==> src/tc_geom_pkg.sv <==
package tc_geom_pkg;

	// SRAM port field widths
	localparam int ADDR_W  = 16;
	localparam int DATA_W  = 32;
	localparam int WMASK_W = 4;    // byte mask for a 32 bit word
	localparam int SEL_W   = 4;    // bank index

	localparam int N_BANKS  = 16;
	localparam int ROM_BANK = 11;  // read only bank with a single read word

	// addr + din + wmask + web + en
	localparam int PORT_W  = ADDR_W + DATA_W + WMASK_W + 2;
	localparam int TOTAL_W = SEL_W + 2 * PORT_W;

	// bit positions of the din fields inside the full word
	localparam int DIN_OFS  = WMASK_W + 2;       // din sits above en, web and wmask
	localparam int DIN1_LSB = DIN_OFS;           // port1 is the low half
	localparam int DIN0_LSB = PORT_W + DIN_OFS;

	// ones over both din fields, everything else zero
	localparam logic [TOTAL_W-1:0] DIN_ONES = TOTAL_W'({DATA_W{1'b1}});
	localparam logic [TOTAL_W-1:0] DIN_MASK = (DIN_ONES << DIN0_LSB)
		| (DIN_ONES << DIN1_LSB);

endpackage
==> src/tc_types_pkg.sv <==
package tc_types_pkg;
	import tc_geom_pkg::*;

	// one SRAM port command, MSB first
	typedef struct packed {
		logic [ADDR_W-1:0]  addr;
		logic [DATA_W-1:0]  din;    // write data, or captured read data
		logic               en;     // active high, decoded into the bank csb
		logic               web;    // active low write
		logic [WMASK_W-1:0] wmask;
	} port_req_t;

	// full instruction word as held in the scan register
	typedef struct packed {
		logic [SEL_W-1:0] sel;    // bank index, shared by both ports
		port_req_t        port0;
		port_req_t        port1;  // lsb of the word is port1 wmask[0]
	} instr_t;

	// read words coming back from one bank
	typedef struct packed {
		logic [DATA_W-1:0] rd0;  // port0 dout
		logic [DATA_W-1:0] rd1;  // port1 dout
	} bank_rd_t;

	// register update picked on each clock edge
	typedef enum logic [1:0] {
		OP_HOLD    = 2'd0,
		OP_SHIFT   = 2'd1,  // serial in from gpio
		OP_LOAD    = 2'd2,  // parallel in from la
		OP_CAPTURE = 2'd3   // read data into the din fields
	} reg_op_e;

endpackage

==> src/openram_testchip.sv <==
`timescale 1ns/10ps

module openram_testchip
	import tc_geom_pkg::*;
	import tc_types_pkg::*;
(
	input  logic               clk,
	input  logic               resetn,
	// serial path
	input  logic               gpio_in_i,
	input  logic               gpio_scan_i,
	// parallel path
	input  logic               la_in_load_i,
	input  instr_t             la_data_i,
	// capture requests
	input  logic               gpio_sram_load_i,
	input  logic               la_sram_load_i,
	input  logic               global_csb_i,
	input  bank_rd_t           bank_rd_i [N_BANKS],  // dout of every bank
	// shared sram pins, en is not routed to the macros
	output port_req_t          port0_o,
	output port_req_t          port1_o,
	output logic [N_BANKS-1:0] csb0_o,
	output logic [N_BANKS-1:0] csb1_o,
	// read-back
	output instr_t             la_data_o,
	output logic               gpio_out_o
);

	logic   capture;
	instr_t instr;

	assign capture = gpio_sram_load_i | la_sram_load_i;  // either side may capture

	instr_scan_reg instr_scan_reg_inst (
		.clk          (clk),
		.resetn       (resetn),
		.gpio_in_i    (gpio_in_i),
		.gpio_scan_i  (gpio_scan_i),
		.la_in_load_i (la_in_load_i),
		.la_data_i    (la_data_i),
		.capture_i    (capture),
		.bank_rd_i    (bank_rd_i),
		.instr_o      (instr)
	);

	port_decode port_decode_inst (
		.instr_i      (instr),
		.global_csb_i (global_csb_i),
		.port0_o      (port0_o),
		.port1_o      (port1_o),
		.csb0_o       (csb0_o),
		.csb1_o       (csb1_o)
	);

	assign la_data_o  = instr;
	assign gpio_out_o = instr[TOTAL_W-1];  // scan out msb first

endmodule

==> src/port_decode.sv <==
`timescale 1ns/10ps

module port_decode
	import tc_geom_pkg::*;
	import tc_types_pkg::*;
(
	input  instr_t             instr_i,
	input  logic               global_csb_i,  // high forces every bank off
	output port_req_t          port0_o,
	output port_req_t          port1_o,
	output logic [N_BANKS-1:0] csb0_o,
	output logic [N_BANKS-1:0] csb1_o
);

	// active low select, one bank at most
	function automatic logic [N_BANKS-1:0] bank_csb(
		input logic             sel_en,
		input logic [SEL_W-1:0] sel
	);
		logic [N_BANKS-1:0] act;
		act = '0;
		act[sel] = sel_en;
		return ~act;
	endfunction

	// shared address, data, web and mask pins
	assign port0_o = instr_i.port0;
	assign port1_o = instr_i.port1;

	// both ports aim at the same bank, each gated by its own enable
	assign csb0_o = bank_csb(instr_i.port0.en & ~global_csb_i, instr_i.sel);
	assign csb1_o = bank_csb(instr_i.port1.en & ~global_csb_i, instr_i.sel);

	// never two banks driven from one port
	always_comb begin
		ap_csb0_onehot: assert ($onehot0(~csb0_o))
			else $error("csb0_o has more than one bank selected");
		ap_csb1_onehot: assert ($onehot0(~csb1_o))
			else $error("csb1_o has more than one bank selected");
	end

endmodule

==> src/instr_scan_reg.sv <==
`timescale 1ns/10ps

module instr_scan_reg
	import tc_geom_pkg::*;
	import tc_types_pkg::*;
(
	input  logic     clk,
	input  logic     resetn,
	input  logic     gpio_in_i,               // serial bit entering at the lsb
	input  logic     gpio_scan_i,
	input  logic     la_in_load_i,
	input  instr_t   la_data_i,
	input  logic     capture_i,               // gpio or la capture request
	input  bank_rd_t bank_rd_i [N_BANKS],
	output instr_t   instr_o
);

	instr_t   instr_q;
	reg_op_e  op;
	bank_rd_t rd_sel;  // read words of the selected bank

	// scan wins over load and load wins over capture
	always_comb begin
		if (gpio_scan_i) begin
			op = OP_SHIFT;
		end else if (la_in_load_i) begin
			op = OP_LOAD;
		end else if (capture_i) begin
			op = OP_CAPTURE;
		end else begin
			op = OP_HOLD;
		end
	end

	// bank read-back mux
	always_comb begin
		rd_sel = bank_rd_i[instr_q.sel];
		if (instr_q.sel == SEL_W'(ROM_BANK)) begin
			rd_sel.rd1 = '0;  // rom has no second port
		end
	end

	always_ff @(posedge clk) begin
		if (!resetn) begin
			instr_q <= '0;  // all port enables off
		end else begin
			case (op)
				OP_SHIFT: begin
					instr_q <= {instr_q[TOTAL_W-2:0], gpio_in_i};  // toward msb
				end
				OP_LOAD: begin
					instr_q <= la_data_i;
				end
				OP_CAPTURE: begin
					// only din fields change
					instr_q.port0.din <= rd_sel.rd0;
					instr_q.port1.din <= rd_sel.rd1;
				end
				default: begin
					instr_q <= instr_q;
				end
			endcase
		end
	end

	assign instr_o = instr_q;

	// a capture leaves sel, addr, en, web and wmask of both ports alone
	ap_capture_keeps_ctrl: assert property (@(posedge clk) disable iff (!resetn)
		(op == OP_CAPTURE) |=> (((instr_q ^ $past(instr_q)) & ~DIN_MASK) == '0))
		else $error("capture changed a field outside din");

endmodule

==> config.mk <==
export PLATFORM = sky130hd
export DESIGN_NAME = openram_testchip
export DESIGN_NICKNAME = d
export VERILOG_FILES = /design/src/tc_geom_pkg.sv /design/src/tc_types_pkg.sv /design/src/openram_testchip.sv /design/src/port_decode.sv /design/src/instr_scan_reg.sv
export SDC_FILE = /design/constraint.sdc
export NUM_CORES = 1
export LEC_CHECK = 0
export ABC_AREA = 1
export BUFFER_PORTS_ARGS = -buffer_cell sky130_fd_sc_hd__buf_2
export CORE_AREA = 2 2 542 544
export CTS_CLUSTER_DIAMETER = 80
export DETAILED_ROUTE_END_ITERATION = 6
export DIE_AREA = 0 0 544 546
export PLACE_DENSITY = 0.3
export SLEW_MARGIN = 20
export SYNTH_ARGS = -nofsm -noshare
export SYNTH_HDL_FRONTEND = slang
export SYNTH_SLANG_ARGS = --single-unit
==> constraint.sdc <==
create_clock -name clk -period 2.5 [get_ports clk]
set_input_delay 0.25 -clock clk [delete_from_list [all_inputs] [get_ports clk]]
set_output_delay 0.25 -clock clk [all_outputs]
set_load 0.01 [all_outputs]
; ---- Word level (Yosys, flattened, before mapping)
; Index checks and enable logic that the tools add are counted.
[word_totals]
output_inout_bits = 253
wordCells = 44
register_bits = 112
[classes]
n_mux = 14
n_reduce_logical = 3
n_eq_ne = 4
n_lt_le_gt_ge = 3
n_bitwise = 9
[op_table]
columns = op, n
row1 = $bmux W64 S4, 1
row2 = $pmux W32 S3, 2
row3 = $mux W64, 2
row4 = $pmux W22 S2, 1
row5 = $pmux W20 S2, 1
row6 = $and A16 B16 Y16, 2
row7 = $mux W32, 1
row8 = $not A16 Y16, 2
row9 = $pmux W6 S2, 1
row10 = $mux W2, 3
row11 = $ge A5 B5 Y1 const B, 1
row12 = $lt A4 B5 Y1 const B, 1
row13 = $not A4 Y5, 1
row14 = $demux W1 S4, 1
row15 = $eq A2 B2 Y1 const B, 2
row16 = $eq A4 B4 Y1 const B, 1
row17 = $ge A4 B1 Y1 const B, 1
row18 = $reduce_bool A3 Y1, 1
row19 = $and A1 B1 Y1, 2
row20 = $eq A2 B1 Y1 const B, 1
row21 = $reduce_bool A2 Y1, 1
row22 = $logic_and A1 B1 Y1, 1
row23 = $mux W1, 1
row24 = $not A1 Y1, 1
row25 = $or A1 B1 Y1, 1

; ---- Depth between registers and ports, before layout
[logic_depth]
word_depth = 6
mapped_depth = 14
depth_no_buf = 11

; ---- By module
; From an unflattened synthesis, not the netlist that was laid out.
[unflattened]
cells_unflattened = 4240
hier_area_um2 = 20039.2
[by_module_without_submodules]
columns = mod, instances, area_each_um2, seq_area_each_um2, cells_per_inst
row1 = instr_scan_reg, 1, 18908.1, 2242.2, 4075
row2 = port_decode, 1, 1112.3, 0.0, 161
row3 = openram_testchip, 1, 18.8, 0.0, 4

; ---- Worst setup path before layout
; Ideal clock, no wire load.
[synth_timing]
path_type = flip-flop to flip-flop
start = register instr_scan_reg_inst.instr_q (netlist bit instr_scan_reg_inst.instr_o[108])
end = register instr_scan_reg_inst.instr_q (netlist bit instr_scan_reg_inst.instr_o[11])
required_time_ns = 2.391
setup_time_ns = 0.109
slack_ns = 0.876
t_arrival_ns = 1.515
synth_period_minus_slack_ns = 1.624
path_stages_with_launch = 15
n_path_buf = 3
cell_sequence = dfxtp_1 -> buf_4 -> inv_4 -> buf_2 -> buf_4 -> nand2_1 -> nand2_1 -> nand2_1 -> nand2_1 -> nand2_1 -> nand2_1 -> o21ai_1 -> nand4_1 -> nand2_1 -> inv_1
[synth_via]
elab_chain_cells = 6
elab_cells_between_ends = 7
cone_classes = eq/ne: 1 / mux: 5 / bitwise: 1
[synth_lines]
columns = item, line_no
row1 = start: declaration, instr_scan_reg.sv:18  ; instr_t instr_q;
row2 = start signal: assignment, instr_scan_reg.sv:49  ; instr_q <= {instr_q[TOTAL_W-2:0], gpio_in_i};
row3 = start signal: assignment, instr_scan_reg.sv:52  ; instr_q <= la_data_i;
row4 = start signal: assignment, instr_scan_reg.sv:60  ; instr_q <= instr_q;
row5 = $not A4 Y5 (not written as such), instr_scan_reg.sv:37  ; rd_sel = bank_rd_i[instr_q.sel];
row6 = $bmux W64 S4, instr_scan_reg.sv:37
row7 = $mux W64 (not written as such) (2 in series), instr_scan_reg.sv:37
row8 = $mux W32 *, instr_scan_reg.sv:38  ; if (instr_q.sel == SEL_W'(ROM_BANK)) begin
row9 = $pmux W32 S3 *, instr_scan_reg.sv:47  ; case (op)
; Every way passes the cells marked *; elsewhere a longest branch is shown, timed or not. The select of a mux whose other input is x is not followed.
; A chain may end at the register's enable or synchronous reset.

; ---- Worst setup path in the final report
[layout_timing]
start = register instr_scan_reg_inst.instr_q (netlist bit instr_scan_reg_inst.instr_o[108])
end = register instr_scan_reg_inst.instr_q (netlist bit instr_scan_reg_inst.instr_o[66])
[layout_via]
elab_chain_cells = 5
[layout_lines]
columns = item, line_no
row1 = $not A4 Y5 (not written as such), instr_scan_reg.sv:37
row2 = $bmux W64 S4, instr_scan_reg.sv:37
row3 = $mux W64 (not written as such) (2 in series), instr_scan_reg.sv:37
row4 = $pmux W32 S3, instr_scan_reg.sv:47
; No other way between the ends. The select of a mux whose other input is x is not followed.

==> flow_metrics.tcl <==
set metrics [dict create \
    status "finished clean" \
    critPathKind "flip-flop to flip-flop" \
    finalWirelength_um 234000 \
    critPathCaptureType "flip-flop" \
    cts_num_sinks 112 \
    startpoint_type "flip-flop" \
    ys_seq_area_share_pct 15.2 \
    setup_tns_ps 0 \
    p_leak_nw 13.4 \
    grt_overflow_total 0 \
    fillCellCount 35100 \
    ant_nets 0 \
    p_clk_share_pct 23.0 \
    stdcell_count 8142 \
    worst_hold_slack_ps 69.7 \
    num_rows 199 \
    worst_pin_slew_ps 1190 \
    clock_latency_ps 510 \
    internal-power_mw 4.37 \
    swShare_pct 51.6 \
    synth-warning-count 0 \
    hp-class "primary input to flip-flop" \
    port_buffers 1396 \
    numCtsBuffers 9 \
    drc_errors 0 \
    seqCellArea_mm2 0.00225 \
    cts_root_buf "clkbuf_16" \
    p_per_area_mw_per_mm2 327 \
    dp_slack_ps -358 \
    synth_nets 3984 \
    htree_levels 3 \
    place_congestion 0.956 \
    die_area_mm2 0.297 \
    placed_cell_area_mm2 0.0268 \
    grt_start_max_net_pins 59 \
    hpwl_um 206000 \
    slew-limit-headroom_pct 20.5 \
    synth_edf_count 0 \
    p_comb_share_pct 51.9 \
    min_period_over_period_pct 98.0 \
    die_y_um 546 \
    dp_cells 7999 \
    grt.total_usage_pct 15.1 \
    final_max_slew_viol_count 0 \
    async_flop_share_pct 0 \
    yosys.area.top_type "nand2_1" \
    cap_violations 0 \
    stdcell_area_mm2 0.0276 \
    drt_first_iter_violations 2284 \
    peakVddDrop_mv 0.404 \
    synth_top_flop_cell "dfxtp_1" \
    synth_cells 2840 \
    setup_viol 0 \
    fmax_mhz 408 \
    ys_types 29 \
    vias 26100 \
    start_util_pct 5.04 \
    cts.path.max_buffers 2 \
    antenna_found_initial 190 \
    rsz0062_at_grt "yes" \
    clkTransAtPathRegs_ps 140 \
    largest_register_ffs 112 \
    area_delta_synth_final_pct 87.7 \
    multi_input_area_mm2 0.0104 \
    yosys-top-cells-area "nand2_1 (43%), dfxtp_1 (15%), a22oi_1 (6.9%)" \
    seqPwrFrac_pct 25.1 \
    synth_seq_cells 112 \
    ioPinCount 1397 \
    first_pass_iters 6 \
    syn_area_per_cell_um2 5.18 \
    die_w_um 544 \
    core-area_mm2 0.292 \
    viasPerCell 3.20 \
    syn_area_mm2 0.0147 \
    layout.nets 5245 \
    fin_crit_ps 2450 \
    grt_pass1_wl_um 290000 \
    finalCoreUtilization_pct 9.46 \
    final.setup.worst_slack_ps 49.7 \
    cp_data_arrival_time_ps 2810 \
    power_mw 9.04 \
    cp_max_fo 20 \
    grt_pass1_vias 26700 \
    hold_viol_final 0 \
    synth.top_cell.area_share_pct 42.8 \
    wl_per_cell_um 28.7 \
    p_switching_mw 4.67 \
    skew_ps 43.9 \
    cts_tree "built" \
    worst_ep_required_time_ps 2860 \
    drive_gt1_share_pct 39.6 \
]
## cells in the final DEF, fill, tap and decap left out, drive strengths merged
master,Yosys,final
o21bai,26,26
nand2,1680,1680
nor2,11,11
bufbuf,0,2
o21ai,113,113
nand4,146,146
nand3,67,67
a22oi,136,136
o211ai,16,16
nor3,2,2
dfxtp,112,112
a221oi,34,34
dlygate4sd3,0,4
clkbuf,83,10
buf,239,1565
inv,106,109
o22ai,6,6
o221ai,11,11
a21oi,50,50
clkinv,2,6
diode,0,117
## synthesized netlist by cell type (34+ instances only)
cell / count
inv_1: 96
clkbuf_1: 83
o21ai_0: 64
nand3_1: 67
a21oi_1: 50
nand2_1: 1679
buf_4: 128
a221oi_1: 34
buf_2: 94
dfxtp_1: 112
a22oi_1: 136
nand4_1: 146
o21ai_1: 48
## final cells by class
cell class	count	share of cell area, %
Antenna cell	117	1.06
Clock buffer	9	0.815
Clock inverter	7	0.358
Inverter	108	1.55
Multi-Input combinational cell	2298	37.6
Sequential cell	112	8.14
Tap cell	3919	17.7
Timing Repair Buffer	1572	32.8
## power by group through the flow
stage | clock network, mW | logic (mW) | registers (mW)
after floorplan | 0 | 1.70 | 2.11
after global placement | 0 | 4.85 | 2.34
after detailed placement | 0 | 4.81 | 2.34
after CTS | 2.27 | 4.85 | 2.30
after global routing | 2.27 | 5.12 | 2.29
final | 2.08 | 4.69 | 2.26
## what timing repair did
action | in CTS | in global routing
gates cloned | 2 | 1
hold endpoints to repair | 4 | 0
endpoints found under the setup margin | 29 | 6
pin swaps | 2 | 2
buffers inserted | 2 | 2
hold buffers | 4 | 0
resized for setup | 12 | 10
## critical path: stages, from the launching register on
cell	delay [ps]
dfxtp_4	450
buf_12	160
nor2_8	50
buf_12	150
buf_12	190
nand2_1	70
nand4_1	350
nand2_1	190
nand3_1	300
o21bai_1	250
a21oi_1	80
## worst paths after layout
check                                                startpoint                                      endpoint  slack, ps  depth (start not counted)
hold reg to reg    instr_scan_reg_inst.instr_o[71]$_SDFFE_PN0P_  instr_scan_reg_inst.instr_o[71]$_SDFFE_PN0P_        550                          2
setup / recovery  instr_scan_reg_inst.instr_o[108]$_SDFFE_PN0P_  instr_scan_reg_inst.instr_o[66]$_SDFFE_PN0P_         50                         10
setup reg to reg  instr_scan_reg_inst.instr_o[108]$_SDFFE_PN0P_  instr_scan_reg_inst.instr_o[66]$_SDFFE_PN0P_         50                         10
hold / removal                                    la_data_i[38]  instr_scan_reg_inst.instr_o[38]$_SDFFE_PN0P_         70                          5
## cell families after synthesis
family | count (synthesis) | share of synthesized area, %
and+or+nand+nor | 1906 | 52.1
DFF | 112 | 15.2
AOI/OAI and AO/OA | 392 | 17.6
buffers and inverters | 430 | 15.1
## per-layer routing
| layer | vias up | GRT usage (%) | wire length [µm] |
|---|---|---|---|
| li1 | 11800 | - | - |
| met1 | 12400 | 18.3 | 96500 |
| met2 | 1471 | 24.6 | 106000 |
| met3 | 288 | 5.95 | 25100 |
| met4 | 104 | 3.72 | 5790 |
| met5 | - | 0 | 703 |
Power figures use the tool's default switching activity.
